`config.mk`:
```
export PLATFORM = sky130hd
export DESIGN_NAME = cmd_regs
export DESIGN_NICKNAME = d
export VERILOG_FILES = /design/src/hw/render_pkg.sv /design/src/hw/cmd_regs.sv
export SDC_FILE = /design/constraint.sdc
export NUM_CORES = 1
export LEC_CHECK = 0
export BUFFER_PORTS_ARGS = -buffer_cell sky130_fd_sc_hd__clkbuf_2
export CORE_MARGIN = 4
export CORE_UTILIZATION = 40
export DETAILED_ROUTE_END_ITERATION = 6
export PLACE_DENSITY = 0.72
export SYNTH_ARGS = -nofsm -noshare
export SYNTH_HDL_FRONTEND = slang
export SYNTH_SLANG_ARGS = --single-unit
```
`constraint.sdc`:
```
create_clock -name clk -period 1.85 [get_ports clk]
set_input_delay 0.0925 -clock clk [delete_from_list [all_inputs] [get_ports clk]]
set_output_delay 0.0925 -clock clk [all_outputs]
set_load 0.1 [all_outputs]
```
`src/hw/render_pkg.sv`:
```
package render_pkg;

    // Screen geometry, pixels are stored column by column
    localparam int SCREEN_W    = 320;
    localparam int SCREEN_H    = 240;
    localparam int FRAME_WORDS = SCREEN_W * SCREEN_H;
    localparam int SPLIT_X     = 159;

    // Bird sprites
    localparam int BIRD_W     = 18;
    localparam int BIRD_H     = 12;
    localparam int BIRD_WORDS = BIRD_W * BIRD_H;
    localparam int BIRD_COUNT = 4;

    localparam logic [5:0] CODE_BIRD_FIRST = 6'd1;
    localparam logic [5:0] CODE_SPLIT      = 6'd31;

    // CPU register map
    localparam logic [3:0] REG_MID_X = 4'd1;
    localparam logic [3:0] REG_MID_Y = 4'd2;
    localparam logic [3:0] REG_NEG   = 4'd3;
    localparam logic [3:0] REG_TEX   = 4'd4;
    localparam logic [3:0] REG_START = 4'd6;

    typedef logic [5:0]        pixel_t;
    typedef logic [16:0]       fb_addr_t;
    typedef logic signed [9:0] coord_t;

    typedef struct packed {
        logic   fill;
        pixel_t color;
    } tex_fill_t;

    typedef struct packed {
        logic       fill;
        logic [5:0] code;
    } tex_sprite_t;

    // Top bit picks the view
    typedef union packed {
        tex_fill_t   fill_view;
        tex_sprite_t sprite_view;
    } tex_code_u;

    typedef struct packed {
        coord_t    mid_x;
        coord_t    mid_y;
        tex_code_u tex;
    } draw_cmd_t;

    typedef struct packed {
        logic     en;
        fb_addr_t addr;
        pixel_t   data;
    } fb_write_t;

endpackage
```
`src/hw/cmd_regs.sv`:
```
module cmd_regs
    import render_pkg::*;
(
    input  logic        clk,
    input  logic        rst_n,
    input  logic [3:0]  address,
    input  logic        write,
    input  logic [31:0] writedata,
    output logic        waitrequest,
    output draw_cmd_t   cmd,
    output logic        solid_start,
    output logic        sprite_start,
    input  logic        solid_done,
    input  logic        sprite_done
);

    logic   neg;
    logic   none_done;
    logic   accept;
    logic   pick_solid;
    logic   pick_sprite;
    coord_t x_in;
    coord_t y_in;

    // Writes during a plot are dropped
    assign accept = write && !waitrequest;

    assign x_in = neg ? -coord_t'({1'b0, writedata[8:0]}) : coord_t'({1'b0, writedata[8:0]});
    assign y_in = neg ? -coord_t'({2'b0, writedata[7:0]}) : coord_t'({2'b0, writedata[7:0]});

    assign pick_solid  = cmd.tex.fill_view.fill || (cmd.tex.sprite_view.code == CODE_SPLIT);
    // Codes below the first bird wrap high and fall out of range
    assign pick_sprite = !cmd.tex.sprite_view.fill &&
                         ((cmd.tex.sprite_view.code - CODE_BIRD_FIRST) < 6'(BIRD_COUNT));

    always_ff @(posedge clk or negedge rst_n) begin
        if (!rst_n) begin
            waitrequest  <= 1'b0;
            solid_start  <= 1'b0;
            sprite_start <= 1'b0;
            none_done    <= 1'b0;
            neg          <= 1'b0;
            cmd          <= '0;
        end else begin
            solid_start  <= 1'b0;
            sprite_start <= 1'b0;
            none_done    <= 1'b0;
            if (accept) begin
                case (address)
                    REG_MID_X: cmd.mid_x <= x_in;
                    REG_MID_Y: cmd.mid_y <= y_in;
                    REG_NEG:   neg <= writedata[0];
                    REG_TEX:   cmd.tex <= tex_code_u'(writedata[6:0]);
                    REG_START: begin
                        waitrequest  <= 1'b1;
                        solid_start  <= pick_solid;
                        sprite_start <= pick_sprite;
                        none_done    <= !pick_solid && !pick_sprite;
                    end
                    default: ;
                endcase
            end else if (solid_done || sprite_done || none_done) begin
                waitrequest <= 1'b0;
            end
        end
    end

endmodule

```
==> results.py <==
metrics = {
    "drt": {
        "first_pass_iters": 4,
        "detailroute.via_count": 1120,
        "drc_errors": 0,
        "drt_wl_total_um": 3110,
        "postRouteAntennaNets": 0,
        "drt-initial-drc-count": 33,
        "avgViaCountPerCell": 4.89,
        "wl_per_cell_um": 13.6,
    },
    "synthesis": {
        "ys_top_cells_by_area": "dfrtp_1, mux2_4, o21ai_1, nand2_1, xor2_1",
        "syn-cell-area_um2": 1470,
        "yosysTopAreaCell": "dfrtp_1",
        "post_synth_num_cell_types": 38,
        "synth-seq-cells": 32,
        "ys_seq_area_share_pct": 54.4,
        "yosysWarnings": 0,
        "synth_top_area_share_pct": 54.4,
        "syn_area_per_cell_um2": 11.5,
        "netlist_instances": 128,
        "syn_nets": 170,
    },
    "power_and_ir_drop": {
        "p_per_area_nw_per_um2": 1760,
        "vdd_drop_max_v": 0.000581,
        "p_leak_nw": 0.955,
    },
    "critical_path": {
        "cpPeakStageDelay_ns": 0.52,
        "critPathKind": "flip-flop to flip-flop",
        "cp-start-kind": "flip-flop",
        "cp_slowest_cell": "or3_1",
        "cp_data_required_time_ns": 2.01,
        "path_max_fanout": 7,
        "worstPathCellList": "nor2_1, nand3_1, or3_1, mux2_4",
        "crit_arrival_ns": 1.80,
        "end_kind": "flip-flop",
    },
    "die": {
        "coreArea_um2": 3440,
        "initial_core_util_pct": 42.8,
        "dieHeight_um": 68.7,
        "chipWidth_um": 68.7,
        "top_level_ports": 71,
        "dieArea_um2": 4720,
        "rows": 21,
    },
    "cts": {
        "clk_pin_slew_worst_paths_ns": 0.06,
        "clockBufferDepth": 2,
        "htreeDepth": 2,
        "cts_root_buf": "clkbuf_8",
        "cts.sinks": 32,
        "cts_tree": "built",
        "post-cts-setup-buffers": 0,
        "cts_buffers": 5,
        "clock_latency_ns": 0.28,
    },
    "grt": {
        "antenna_found_initial": 0,
        "track_usage_pct": 15.2,
        "overflow": 0,
        "grt_pass1_vias": 1092,
        "grt_pass1_wl_um": 5110,
        "grt_max_degree": 33,
    },
    "place": {
        "dp_hpwl_um": 2390,
        "port_buffers": 47,
        "placed_area_um2": 1750,
        "gp_congestion": 0.778,
    },
    "cells_and_area": {
        "fillers": 303,
        "fin_area_um2": 1870,
        "drive_above_1_share_pct": 39.3,
        "antenna_cells": 0,
        "syn_to_final_growth_pct": 26.8,
        "nNetsFinal": 224,
        "final_core_util_pct": 54.2,
    },
    "timing": {
        "clock.fmax_ghz": 0.609,
        "setup_viol": 0,
        "final_hold_viol_count": 0,
        "rsz0062_at_grt": "no",
        "slew_violations": 0,
        "slew_headroom_pct": 48.8,
        "clock_skew_ns": 0.00490,
        "tightest_slew_ns": 0.769,
        "setup_tns_ns": 0,
        "fin_crit_ns": 1.64,
        "fin_crit_sh_pct": 88.8,
    },
    "min_path": {
        "hp-class": "primary input to flip-flop",
    },
    "run_status": {
        "status": "completed",
    },
    "run": {
        "maxCapViolCount": 0,
    },
}
-- Yosys cell counts, drive strengths merged --
cell    count
a31oi       1
a21o        1
nor4        1
or4         1
xor2        5
or4b        1
or3         3
o31ai       3
mux2        9
clkbuf      2
inv         3
o21ai      21
xnor2       2
nand3       3
and4b       1
nand2      19
a21oi       1
dfrtp      32
and3b       1
nor2b       1
nor4b       1
buf         3
nor2        4
o41ai       2
ha          1
a21boi      2
mux2i       1
nand3b      2
or3b        1
-- per-layer routing --
metal	track usage, %	up-vias	share of wire [%]
met5	0	-	0
met4	7.69	0	2.3
met3	5.83	6	6.0
met2	23.1	28	48
met1	18.8	525	44
li1	-	561	-
-- report_power, final --
| group | switching (mW) | total, mW | internal [mW] |
|---|---|---|---|
| clock network | 0.234 | 0.497 | 0.263 |
| logic | 1.50 | 1.79 | 0.293 |
| registers | 0.130 | 1.00 | 0.872 |
| total | 1.86 | 3.29 | 1.43 |
-- metrics by stage --
step / std cells / setup slack (ns) / hold WS, ns / total power, mW
2_1_floorplan: 128 / 0.124 / -0.203 / 2.51
3_3_place_gp: 218 / 0.242 / 0.187 / 2.78
3_5_place_dp: 218 / 0.223 / 0.208 / 2.81
4_1_cts: 229 / 0.0459 / 0.102 / 3.32
5_1_grt: 229 / 0.107 / 0.113 / 3.44
6_report: 229 / 0.208 / 0.116 / 3.29
-- state kept, by name, summed over array words and instances, names as in the netlist --
| register | cells |
|---|---|
| neg | 1 |
| sprite_start | 1 |
| waitrequest | 1 |
| none_done | 1 |
| cmd | 27 |
| solid_start | 1 |
-- worst max-delay path, delay by kind of cell, from the launching register on --
kind	cells	cell delay, ns
multiplexers	1	0.37
AND/OR/NAND/NOR	3	0.72
flip-flops	1	0.44
-- area by class of cell --
class,instances,area [um^2],share of cell area (%)
clock buffers,7,76.3,4.09
clock inverters,1,5.00,0.268
inverters,3,11.3,0.603
well taps,46,57.6,3.08
repair buffers,52,280,15.0
multi-input cells,88,634,34.0
flip-flops and latches,32,802,43.0
-- cell families (layout without fill, tap and decap cells) --
| family | count (synthesis) | in the layout | synth area share [%] |
|---|---|---|---|
| AO/OA/AOI/OAI | 31 | 31 | 13.0 |
| XOR/XNOR | 7 | 7 | 4.16 |
| adder cells (fa/ha/maj) | 1 | 1 | 0.849 |
| buffers and inverters | 8 | 63 | 2.72 |
| flip-flops | 32 | 32 | 54.4 |
| multiplexers | 10 | 10 | 9.35 |
| AND/OR/NAND/NOR | 39 | 39 | 15.5 |
-- cells in the final DEF (no fill, tap or decap), types with 2 or more instances in the layout --
cell type	synthesis	routed
clkbuf_8	0	5
clkbuf_2	0	47
o31ai_1	2	2
o21ai_1	17	17
o41ai_1	2	2
dfrtp_1	32	31
nand3_1	3	3
nand2_1	19	19
mux2_4	7	7
o21ai_0	3	3
buf_4	0	2
xor2_1	5	5
dlygate4sd3_1	0	3
nor2_1	4	4
xnor2_1	2	2
or3_1	2	2
inv_1	3	3
clkbuf_1	2	2
-- repair_timing --
item | in CTS | in global routing
resized for setup | 0 | 1
hold endpoints to repair | 33 | 1
setup endpoints to repair | 0 | 1
hold buffers | 3 | 1
-- final timing paths --
| check | start | slack, ns | cells past startpoint | endpoint |
|---|---|---|---|---|
| setup / recovery | waitrequest$_DFFE_PN0P_ | 0.21 | 4 | cmd[4]$_DFFE_PN0P_ |
| hold / removal | writedata[6] | 0.12 | 2 | cmd[6]$_DFFE_PN0P_ |
| max in group asynchronous | rst_n | 0.91 | 2 | waitrequest$_DFFE_PN0P_ |
| hold reg to reg | none_done$_DFF_PN0_ | 0.41 | 1 | waitrequest$_DFFE_PN0P_ |
| min in group asynchronous | rst_n | 0.41 | 2 | none_done$_DFF_PN0_ |
| setup reg to reg | waitrequest$_DFFE_PN0P_ | 0.21 | 4 | cmd[4]$_DFFE_PN0P_ |
Note: power is estimated with default switching activity, not from simulation.
