$ cat config.mk
export PLATFORM = sky130hd
export DESIGN_NAME = solid_plotter
export DESIGN_NICKNAME = d
export VERILOG_FILES = /design/src/hw/render_pkg.sv /design/src/hw/solid_plotter.sv
export SDC_FILE = /design/constraint.sdc
export NUM_CORES = 1
export LEC_CHECK = 0
export BUFFER_PORTS_ARGS = -buffer_cell sky130_fd_sc_hd__buf_4
export CAP_MARGIN = 20
export CORE_MARGIN = 5
export CORE_UTILIZATION = 40
export CTS_CLUSTER_DIAMETER = 60
export DETAILED_ROUTE_END_ITERATION = 8
export PLACE_DENSITY = 0.74
export SLEW_MARGIN = 20
export SYNTH_ARGS = -nofsm -noshare
export SYNTH_HDL_FRONTEND = slang
export SYNTH_SLANG_ARGS = --single-unit
$ cat constraint.sdc
create_clock -name clk -period 1.7 [get_ports clk]
set_input_delay 0.085 -clock clk [delete_from_list [all_inputs] [get_ports clk]]
set_output_delay 0.085 -clock clk [all_outputs]
set_load 0.02 [all_outputs]
$ cat src/hw/render_pkg.sv
package render_pkg;

    // Screen geometry, pixels are stored column by column
    localparam int SCREEN_W    = 320;
    localparam int SCREEN_H    = 240;
    localparam int FRAME_WORDS = SCREEN_W * SCREEN_H;
    localparam int SPLIT_X     = 159;

    // Bird sprites
    localparam int BIRD_W     = 18;
    localparam int BIRD_H     = 12;
    localparam int BIRD_WORDS = BIRD_W * BIRD_H;
    localparam int BIRD_COUNT = 4;

    localparam logic [5:0] CODE_BIRD_FIRST = 6'd1;
    localparam logic [5:0] CODE_SPLIT      = 6'd31;

    // CPU register map
    localparam logic [3:0] REG_MID_X = 4'd1;
    localparam logic [3:0] REG_MID_Y = 4'd2;
    localparam logic [3:0] REG_NEG   = 4'd3;
    localparam logic [3:0] REG_TEX   = 4'd4;
    localparam logic [3:0] REG_START = 4'd6;

    typedef logic [5:0]        pixel_t;
    typedef logic [16:0]       fb_addr_t;
    typedef logic signed [9:0] coord_t;

    typedef struct packed {
        logic   fill;
        pixel_t color;
    } tex_fill_t;

    typedef struct packed {
        logic       fill;
        logic [5:0] code;
    } tex_sprite_t;

    // Top bit picks the view
    typedef union packed {
        tex_fill_t   fill_view;
        tex_sprite_t sprite_view;
    } tex_code_u;

    typedef struct packed {
        coord_t    mid_x;
        coord_t    mid_y;
        tex_code_u tex;
    } draw_cmd_t;

    typedef struct packed {
        logic     en;
        fb_addr_t addr;
        pixel_t   data;
    } fb_write_t;

endpackage
$ cat src/hw/solid_plotter.sv
module solid_plotter
    import render_pkg::*;
(
    input  logic      clk,
    input  logic      rst_n,
    input  logic      start,
    input  draw_cmd_t cmd,
    output logic      done,
    output fb_write_t wr
);

    logic     busy;
    logic     split;
    fb_addr_t cnt;
    fb_addr_t last;
    pixel_t   color;

    // Split line walks one column, a fill walks the whole frame
    assign last = split ? fb_addr_t'(SCREEN_H - 1) : fb_addr_t'(FRAME_WORDS - 1);

    always_ff @(posedge clk or negedge rst_n) begin
        if (!rst_n) begin
            busy  <= 1'b0;
            done  <= 1'b0;
            split <= 1'b0;
            cnt   <= '0;
        end else begin
            done <= 1'b0;
            if (start) begin
                busy  <= 1'b1;
                split <= !cmd.tex.fill_view.fill;
                cnt   <= '0;
            end else if (busy) begin
                cnt <= cnt + 17'd1;
                if (cnt == last) begin
                    busy <= 1'b0;
                    done <= 1'b1;
                end
            end
        end
    end

    // Split line is drawn black
    always_ff @(posedge clk) begin
        if (start) begin
            color <= cmd.tex.fill_view.fill ? cmd.tex.fill_view.color : '0;
        end
    end

    // Idle output stays zero so the frame store can OR the streams
    always_comb begin
        wr = '0;
        if (busy) begin
            wr.en   = 1'b1;
            wr.addr = split ? fb_addr_t'(SPLIT_X * SCREEN_H) + cnt : cnt;
            wr.data = color;
        end
    end

endmodule

==> flow_metrics.py, run 1 <==
metrics = {
    "clock_tree": {
        "clk_path_buf_depth": 2,
        "ctsHtreeMaxLevel": 1,
        "insertion_delay_ns": 0.28,
        "root_buffer": "clkbuf_8",
        "cts_tree": "built",
        "cts_buffers": 3,
        "clock-sinks": 26,
        "clkTransAtPathRegs_ns": 0.10,
    },
    "global_route": {
        "antenna_found_initial": 0,
        "globalRouteOverflowTotal": 0,
        "track_usage": 0.168,
        "grt_pass1_vias": 1509,
        "grt_pass1_wl_mm": 7.32,
        "grt_max_degree": 30,
    },
    "sta": {
        "clock_skew_ns": 0.00411,
        "slew_violations": 0,
        "min_period_over_period": 1.12,
        "setup-violations-final": 10,
        "finalHoldViolations": 0,
        "worst_pin_slew_ns": 0.342,
        "rsz0062_at_grt": "true",
        "period_needed_ns": 1.91,
        "fmax_ghz": 0.525,
        "worst_slack_ns": -0.206,
        "relSlewSlack": 0.772,
    },
    "setup_path": {
        "endpoint_kind": "output port",
        "crit_chain": "ha_2, nand4_1, a211o_1, o21ai_2, mux2i_1, buf_4",
        "required_ns": 1.62,
        "cp_top_family": "compound AO/OA/AOI/OAI gates",
        "start_kind": "register",
        "cp_slowest_cell": "dfrtp_1",
        "cpPeakStageDelay_ns": 0.38,
        "path_buf_inv": 1,
        "crit_path_max_fanout": 3,
        "criticalPathCategory": "register to output port",
        "cp.arrival_ns": 1.82,
    },
    "place": {
        "portBuffers": 34,
        "placedCellCount": 288,
        "placed_area_sq_um": 2130,
        "dp_hpwl_mm": 2.96,
        "gp_congestion": 0.894,
    },
    "synthesis": {
        "syn_nets": 230,
        "syn_inst": 198,
        "synth_edf_count": 6,
        "ys_types": 45,
        "ys.flop_type": "dfrtp_1",
        "ys.warnings.count": 0,
        "synth-seq-cells": 26,
        "yosysSeqAreaShare": 0.394,
        "synth_area_per_cell_sq_um": 8.72,
        "synthArstFlopShare": 0.769,
        "synth_area_sq_um": 1730,
    },
    "job": {
        "cap_viol_max_count": 0,
    },
    "route": {
        "routedWlPerCell_um": 15.2,
        "viasPerCell": 5.44,
        "drtIter0Drc": 206,
        "firstDrtPassIters": 4,
        "ant_nets": 0,
        "drt_wl_total_mm": 4.65,
        "route.vias.total": 1658,
        "drc": 0,
    },
    "final_layout": {
        "fillCellCount": 334,
        "diodes": 0,
        "seqCellArea_sq_um": 688,
        "final_cell_mix": "60 x buf_4, 28 x nor2_1, 18 x and2_1",
        "layout_commonest_cell": "buf_4",
        "drive_gt1_frac": 0.416,
        "area_delta_synth_final_pct": 44.5,
        "final_cells": 305,
        "design_area_sq_um": 2490,
        "nets": 288,
        "multi_input_area_sq_um": 1100,
    },
    "power": {
        "totalPowerFinal_uw": 1400,
        "p_per_area_nw_per_um2": 561,
        "p_leak_uw": 0.00110,
        "vdd_drop_max_uv": 504,
    },
    "floorplanning": {
        "dieHeight_um": 75.7,
        "dieArea_sq_um": 5730,
        "core_sq_um": 4090,
        "row_count": 23,
        "io_pins": 55,
        "die_w_um": 75.7,
        "start_util": 0.423,
    },
    "run_status": {
        "violations": "setup timing",
        "status": "complete, but fails checks",
    },
    "worst_hold_path": {
        "hold_path.class": "input port to register",
    },
}
==> metal layers <==
metal  GRT usage  wire length (um)  share of wire
met5           0                 0              0
met4      0.0524                51          0.011
met3      0.0369               337          0.073
met2       0.282              2320           0.50
met1       0.216              1940           0.42
==> area by class of cell <==
class	instances	area share
Multi-Input combinational cell	150	0.440
Sequential cell	26	0.276
Timing Repair Buffer	70	0.223
Tap cell	50	0.0251
Clock buffer	3	0.0165
Clock inverter	1	0.0120
Inverter	5	0.00752
==> logic make-up (layout without fill, tap and decap cells) <==
logic type / count (synthesis) / count (layout) / share of synthesized area
AND/OR/NAND/NOR: 96 / 96 / 0.301
AO/OA/AOI/OAI: 30 / 30 / 0.109
flip-flops: 26 / 26 / 0.394
buffers and inverters: 22 / 79 / 0.0638
XOR/XNOR: 17 / 17 / 0.0862
multiplexers: 5 / 5 / 0.0304
adder cells (fa/ha/maj): 2 / 2 / 0.0145
==> synth_stat cells (all sizes together), types with 3 or more instances <==
master	count	area, sq um
a2111oi	3	33.8
a21oi	12	60.1
and2	19	120
buf	11	67.6
clkbuf	6	23.8
dfrtp	20	500
edfxtp	6	180
inv	5	18.8
mux2i	3	30.0
nand2	11	41.3
nand3	8	40.0
nand4	7	58.8
nor2	28	105
nor3	5	25.0
o21ai	8	40.0
or3	6	37.5
xnor2	10	87.6
xor2	7	61.3
==> power breakdown <==
part | leakage (uW) | switching (uW) | total (uW) | internal [uW]
Sequential | 0.000317 | 13.8 | 673 | 659
Combinational | 0.000748 | 110 | 199 | 88.1
Clock | 0.0000357 | 213 | 529 | 316
Total | 0.00110 | 337 | 1400 | 1060
==> per-stage QoR <==
step / util / TNS (ns) / setup WS [ns] / hold WS [ns]
final: 0.611 / -1.13 / -0.206 / 0.00555
after global placement: 0.520 / 0 / 0.00322 / -0.0190
after detailed placement: 0.520 / 0 / 0.00805 / -0.0178
after floorplan: - / 0 / 0.0532 / -0.211
after CTS: 0.570 / -1.35 / -0.209 / 0.00766
after global routing: 0.611 / -2.19 / -0.291 / 0.0235
==> path summary, 6_finish.rpt <==
path	cells past startpoint	slack, ns	end	start
hold / removal	2	0.006	split	cmd[6]
min in group asynchronous	2	0.22	cnt[11]	rst_n
setup / recovery	6	-0.21	wr[22]	cnt[4]
max in group asynchronous	2	1.25	split	rst_n
hold reg to reg	2	0.59	cnt[1]	cnt[1]
setup reg to reg	7	-0.01	cnt[11]	cnt[6]
==> sequential cells by signal (all words and copies together) (netlist names) <==
signal  flops
busy        1
cnt        17
color       6
done        1
split       1
==> timing repair <==
item                                    CTS  global route
hold buffers                              1             0
endpoints found under the setup margin    8            17
gates resized for setup                  20            26
pin swaps                                14            18
buffers inserted                          5             8
hold endpoints to repair                 20             0
No activity file was read; power rests on OpenSTA's default activity.
==> run 2, diff against run 1 <==
==> constraint.sdc (replaced) <==
create_clock -name clk -period 1.7 [get_ports clk]
set_input_delay 0 -clock clk [delete_from_list [all_inputs] [get_ports clk]]
set_output_delay 0 -clock clk [all_outputs]
set_load 0.02 [all_outputs]
==> run 2 against run 1 <==
  * Final cell count unchanged
  * Critical path depth unchanged
  * The flow still finishes with violations (setup timing)
  * Worst setup slack improved by 0.11 ns
  * Die area unchanged
==> flow_metrics.py, run 2 (same netlist as run 1, synthesis figures left out) <==
metrics = {
    "final_layout": {
        "nets": 288,
        "diodes": 0,
        "drive_gt1_frac": 0.392,
        "layout_commonest_cell": "buf_4",
        "largest_register_ff_count": 17,
        "area_delta_synth_final_pct": 44.0,
        "largest-register": "cnt",
        "final_cell_mix": "60 x buf_4, 27 x nor2_1, 18 x and2_1",
        "post-route-util": 0.608,
        "reg_top3": "cnt x17, color x6",
    },
    "clock_tree": {
        "cts_tree": "built",
        "insertion_delay_ns": 0.27,
        "cts_buffers": 3,
        "clk_path_buf_depth": 2,
        "clkTransAtPathRegs_ns": 0.09,
        "root_buffer": "clkbuf_8",
        "clock-sinks": 26,
        "ctsHtreeMaxLevel": 1,
    },
    "run_status": {
        "status": "complete, but fails checks",
        "violations": "setup timing",
    },
    "place": {
        "dp_hpwl_mm": 2.87,
        "portBuffers": 34,
        "gp_congestion": 0.876,
        "dpl_worst_slack_ns": 0.0150,
    },
    "power": {
        "p_leak_uw": 0.00107,
        "internal-power_uw": 1070,
        "p_per_area_nw_per_um2": 562,
        "vdd_drop_max_uv": 452,
        "sequentialPowerShare": 0.484,
        "power_frac_comb": 0.144,
        "p_clk_frac": 0.372,
        "p_switching_uw": 329,
        "p_sw_frac": 0.236,
    },
    "floorplanning": {
        "row_count": 23,
        "core_sq_um": 4090,
        "io_pins": 55,
        "die_w_um": 75.7,
        "start_util": 0.423,
        "dieArea_sq_um": 5730,
        "dieHeight_um": 75.7,
    },
    "sta": {
        "finalHoldViolations": 0,
        "rsz0062_at_grt": "true",
        "worst_slack_ns": -0.0937,
        "min_period_over_period": 1.06,
        "slew_violations": 0,
        "worst_pin_slew_ns": 0.325,
        "relSlewSlack": 0.784,
        "setup-violations-final": 7,
        "period_needed_ns": 1.79,
        "clock_skew_ns": 0.00257,
        "fmax_ghz": 0.558,
    },
    "route": {
        "routedWlPerCell_um": 14.6,
        "viasPerCell": 5.32,
        "drt_wl_total_mm": 4.45,
        "firstDrtPassIters": 4,
        "route.vias.total": 1623,
        "drc": 0,
        "ant_nets": 0,
        "drtIter0Drc": 86,
    },
    "global_route": {
        "antenna_found_initial": 0,
        "track_usage": 0.162,
        "globalRouteOverflowTotal": 0,
        "grt_max_degree": 30,
        "grt_pass1_vias": 1584,
        "grt_pass1_wl_mm": 7.07,
    },
    "setup_path": {
        "start_kind": "register",
        "criticalPathCategory": "register to output port",
        "cp_top_family": "compound AO/OA/AOI/OAI gates",
        "cpPeakStageDelay_ns": 0.39,
        "cp_slowest_cell": "dfrtp_1",
        "crit_path_max_fanout": 4,
        "endpoint_kind": "output port",
        "crit_chain": "ha_2, nand4_1, a21boi_2, nor4b_2, a311o_1, buf_6",
        "cp.arrival_ns": 1.79,
        "required_ns": 1.70,
        "path_buf_inv": 1,
    },
    "job": {
        "cap_viol_max_count": 0,
    },
    "worst_hold_path": {
        "hold_path.class": "input port to register",
    },
}
## run 2: worst paths after layout
check                      startpoint       end  slack [ns]  cells after the start
setup reg to reg              cnt[12]      done        0.01                      5
hold reg to reg                cnt[1]    cnt[1]        0.59                      2
setup / recovery               cnt[5]    wr[20]       -0.09                      6
hold / removal                 cmd[4]  color[4]       0.003                      2
max in group asynchronous       rst_n    cnt[6]        1.33                      2
min in group asynchronous       rst_n   cnt[15]        0.13                      2
## run 2: area by class of cell
type | instances | area (sq um)
timing repair buffer | 70 | 559
inverter | 5 | 18.8
clock buffer | 3 | 41.3
fill | 344 | 1600
tap | 50 | 62.6
sequential | 26 | 686
multi-input combinational | 150 | 1090
clock inverter | 1 | 30.0
## run 2: metrics by stage
step / hold WS [ns] / cells / cell area [sq um] / total power, uW / setup TNS [ns]
5_1_grt: -0.000376 / 305 / 2490 / 1460 / -1.20
3_5_place_dp: -0.102 / 285 / 2100 / 881 / 0
3_3_place_gp: -0.104 / 285 / 2100 / 876 / 0
6_report: 0.00277 / 305 / 2490 / 1400 / -0.355
4_1_cts: 0.00264 / 296 / 2320 / 1400 / -0.183
2_1_floorplan: -0.296 / 198 / 1730 / 784 / 0
## run 2: repair_timing
| item | 4_1_cts | 5_1_grt |
|---|---|---|
| hold buffers | 2 | 1 |
| buffers inserted | 5 | 8 |
| gates resized for setup | 23 | 17 |
| setup endpoints to repair | 8 | 12 |
| hold endpoints to repair | 21 | 1 |
| pin swaps | 9 | 13 |
## run 2: routing by layer
metal  up-vias  global-route usage  share of wire
met1       778               0.199           0.43
met2        38               0.284           0.51
li1        800                   -              -
met5         -                   0              0
met3         7              0.0277          0.044
met4         0              0.0621          0.013
## run 2: power by group through the flow
| stage | logic (uW) | clock network [uW] | registers [uW] |
|---|---|---|---|
| 3_5_place_dp | 192 | 0 | 689 |
| 3_3_place_gp | 189 | 0 | 687 |
| 4_1_cts | 198 | 528 | 676 |
| 5_1_grt | 223 | 553 | 679 |
| 2_1_floorplan | 104 | 0 | 680 |
| 6_report | 200 | 520 | 676 |
## run 2: worst reg2reg max path, delay by kind of cell (launching register included)
| kind | cells | cell delay [ns] |
|---|---|---|
| flops | 1 | 0.48 |
| simple gates | 3 | 0.64 |
| compound gates | 1 | 0.33 |
| buf+inv | 1 | 0.19 |
==> run 3, diff against run 2 <==
--- a/config.mk
+++ b/config.mk
@@ -5,13 +5,15 @@
 export SDC_FILE = /design/constraint.sdc
 export NUM_CORES = 1
 export LEC_CHECK = 0
+export ABC_AREA = 1
 export BUFFER_PORTS_ARGS = -buffer_cell sky130_fd_sc_hd__buf_4
 export CAP_MARGIN = 20
 export CORE_MARGIN = 5
 export CORE_UTILIZATION = 40
 export CTS_CLUSTER_DIAMETER = 60
 export DETAILED_ROUTE_END_ITERATION = 8
-export PLACE_DENSITY = 0.74
+export GPL_ROUTABILITY_DRIVEN = 1
+export PLACE_DENSITY = 0.73
 export SLEW_MARGIN = 20
 export SYNTH_ARGS = -nofsm -noshare
 export SYNTH_HDL_FRONTEND = slang
==> run 3 against run 2 <==
  * The flow now finishes without violations
  * Sequential share of layout area about the same
  * Largest power group unchanged
  * Worst setup slack improved by 0.12 ns
  * Combinational power increased by 7%
  * Die area increased by 8.0%
  * Clock power about the same
  * Final cell count increased by 30%
  * Highest routed layer unchanged
  * Count of clock-buffer cells in the layout unchanged
  * Synthesized cell count increased by 47%
  * Fmax increased by 6.9%
  * Sequential power about the same
==> flow_metrics.py, run 3 <==
metrics = {
    "synthesis": {
        "synthTopCellsByArea": "dfrtp_1 27%, nand2_1 16%, edfxtp_1 9.5%, inv_1 9.5%, nor2_1 7.0%",
        "ys.flop_type": "dfrtp_1",
        "synth_area_sq_um": 1890,
        "ys_types": 25,
        "yosys-top-cells-count": "81 x nand2_1, 48 x inv_1, 35 x nor2_1, 22 x a21oi_1, 20 x dfrtp_1",
        "syn_inst": 291,
        "synthArstFlopShare": 0.769,
        "synthMostInstantiatedCell": "nand2_1",
        "syn_nets": 323,
        "yosys.area.top_type": "dfrtp_1",
        "synth_edf_count": 6,
        "synth_area_per_cell_sq_um": 6.48,
        "yosysSeqAreaShare": 0.361,
        "synth_top_area_frac": 0.265,
        "synth-seq-cells": 26,
        "ys.warnings.count": 0,
    },
    "place": {
        "dp_hpwl_mm": 3.41,
        "placedCellCount": 374,
        "gp_congestion": 0.867,
        "portBuffers": 34,
    },
    "sta": {
        "setup-violations-final": 0,
        "fmax_ghz": 0.596,
        "worst_pin_slew_ns": 0.307,
        "finalHoldViolations": 0,
        "slew_violations": 0,
        "period_needed_ns": 1.68,
        "min_period_over_period": 0.987,
        "setup_tns_ns": 0,
        "rsz0062_at_grt": "true",
        "relSlewSlack": 0.795,
        "clock_skew_ns": 0.00151,
    },
    "floorplanning": {
        "die_w_um": 78.7,
        "start_util": 0.405,
        "dieHeight_um": 78.7,
        "dieArea_sq_um": 6190,
        "core_sq_um": 4660,
        "row_count": 25,
        "io_pins": 55,
    },
    "route": {
        "route.vias.total": 1983,
        "drt_wl_total_mm": 4.91,
        "firstDrtPassIters": 4,
        "routedWlPerCell_um": 12.4,
        "viasPerCell": 5.01,
        "drtIter0Drc": 107,
        "ant_nets": 0,
        "drc": 0,
    },
    "global_route": {
        "use_met2": 0.284,
        "busiest_layer": "met2",
        "globalRouteOverflowTotal": 0,
        "grt_max_degree": 22,
        "use_met1": 0.206,
        "use_met3": 0.0229,
        "grt_pass1_vias": 1829,
        "track_usage": 0.162,
        "grt_pass1_wl_mm": 8.16,
        "antenna_found_initial": 0,
    },
    "final_layout": {
        "layout_commonest_cell": "nand2_1",
        "largest-register": "cnt",
        "final_cells": 396,
        "drive_gt1_frac": 0.272,
        "largest_register_ff_count": 17,
        "area_delta_synth_final_pct": 33.1,
        "final_cell_mix": "77 x nand2_1, 46 x buf_4, 44 x inv_1",
        "fillCellCount": 454,
        "reg_top3": "cnt x17, color x6",
        "nets": 375,
        "diodes": 0,
    },
    "clock_tree": {
        "clkTransAtPathRegs_ns": 0.09,
        "ctsHtreeMaxLevel": 1,
        "cts_buffers": 3,
        "cts_tree": "built",
        "clk_path_buf_depth": 2,
        "clock-sinks": 26,
        "insertion_delay_ns": 0.27,
        "root_buffer": "clkbuf_8",
    },
    "setup_path": {
        "r2r-start": "cnt[0]",
        "endpoint_kind": "output port",
        "crit_path_max_fanout": 7,
        "criticalPathCategory": "register to output port",
        "r2r-end": "cnt[14]",
        "cpPeakStageDelay_ns": 0.46,
        "cp_common_cell": "nand3_1",
        "cp.arrival_ns": 1.68,
        "crit_chain": "inv_2, nand2_1, nor2_2, nand3_1, nand3_1, a21oi_1, nor2_1, buf_4",
        "r2r_slack_ns": 0.19,
        "timing.reg2reg.worst_path_depth": 8,
        "required_ns": 1.70,
        "cp-endpoint": "wr[22]",
        "crit_path_start": "cnt[8]",
        "start_kind": "register",
        "cp_slowest_cell": "dfrtp_2",
    },
    "power": {
        "vdd_drop_max_uv": 356,
        "p_per_area_nw_per_um2": 563,
        "p_leak_uw": 0.00129,
    },
    "worst_hold_path": {
        "hold_path.class": "input port to register",
    },
    "run_status": {
        "status": "finished, final reports clean",
    },
    "job": {
        "cap_viol_max_count": 0,
    },
}
-- run 3: changes by cell type after synthesis, moves of 6 or more --
cell and change:
nand3_1 +11, nor3_1 +6, xnor2_1 -10, nand2_1 +70
a21oi_1 +10, o21ai_0 +6, inv_1 +43, or3_1 -6
nor2_1 +7, xor2_1 -6, and2_1 -18
-- run 3: metal layers --
metal,vias to the layer above,share of wire
met3,5,0.032
met1,931,0.44
met4,0,0.0077
met2,32,0.52
li1,1015,-
met5,-,0
-- run 3: layout make-up --
cell class | instances | area, sq um | area share
clock buffers | 3 | 41.3 | 0.0164
clock inverters | 1 | 30.0 | 0.0120
inverters | 49 | 186 | 0.0742
multi-input cells | 206 | 1030 | 0.412
flip-flops and latches | 26 | 693 | 0.276
well taps | 54 | 67.6 | 0.0269
repair buffers | 57 | 459 | 0.183
-- run 3: repair_timing --
item                                    in CTS  in global routing
endpoints found under the hold margin       27                  0
setup buffers                                0                 10
pin swaps                                    0                 11
hold buffers                                 8                  0
cloned                                       0                  0
endpoints found under the setup margin       3                  7
gates resized for setup                      3                 32
-- run 3: worst min-delay path by stage --
stage / depth (start not counted) / to / slack, ns / start
2_1_floorplan: 0 / busy / -0.30 / rst_n
3_3_place_gp: 1 / cnt[5] / -0.10 / rst_n
3_5_place_dp: 1 / cnt[7] / -0.10 / rst_n
4_1_cts: 2 / cnt[6] / 0.008 / start
5_1_grt: 2 / cnt[6] / 0.03 / start
6_report: 2 / cnt[6] / 0.002 / start
-- run 3: where the power goes --
group / internal (uW) / switching [uW] / total [uW]
clock: 315 / 208 / 523
combinational: 91.3 / 123 / 214
sequential: 659 / 18.1 / 677
-- run 3: critical path, delay by kind of cell, from the launching register on --
kind	cells	cell delay (ns)
buffers and inverters	2	0.30
AO/OA/AOI/OAI	1	0.07
AND/OR/NAND/NOR	5	0.56
flip-flops	1	0.46
-- run 3: cell families (layout without fill, tap and decap cells) --
kind of cell               after synthesis  after routing  share of synthesized area
and+or+nand+nor                        163            163                      0.385
buffers and inverters                   59            110                      0.129
AOI/OAI and AO/OA                       40             40                      0.107
DFF                                     26             26                      0.361
adders and majority gates                2              2                     0.0133
xor gates and xnor gates                 1              1                    0.00464
-- run 3: per-stage QoR --
step / total power (uW) / utilization / hold WS [ns] / worst slack, ns / instance area, sq um
global placement: 886 / 0.470 / -0.102 / 0.240 / 2190
finish: 1410 / 0.539 / 0.00198 / 0.0215 / 2510
detailed placement: 890 / 0.470 / -0.103 / 0.191 / 2190
CTS: 1420 / 0.502 / 0.00779 / 0.0111 / 2340
floorplan: 795 / - / -0.296 / 0.259 / 1890
global route: 1470 / 0.539 / 0.0279 / -0.0802 / 2510
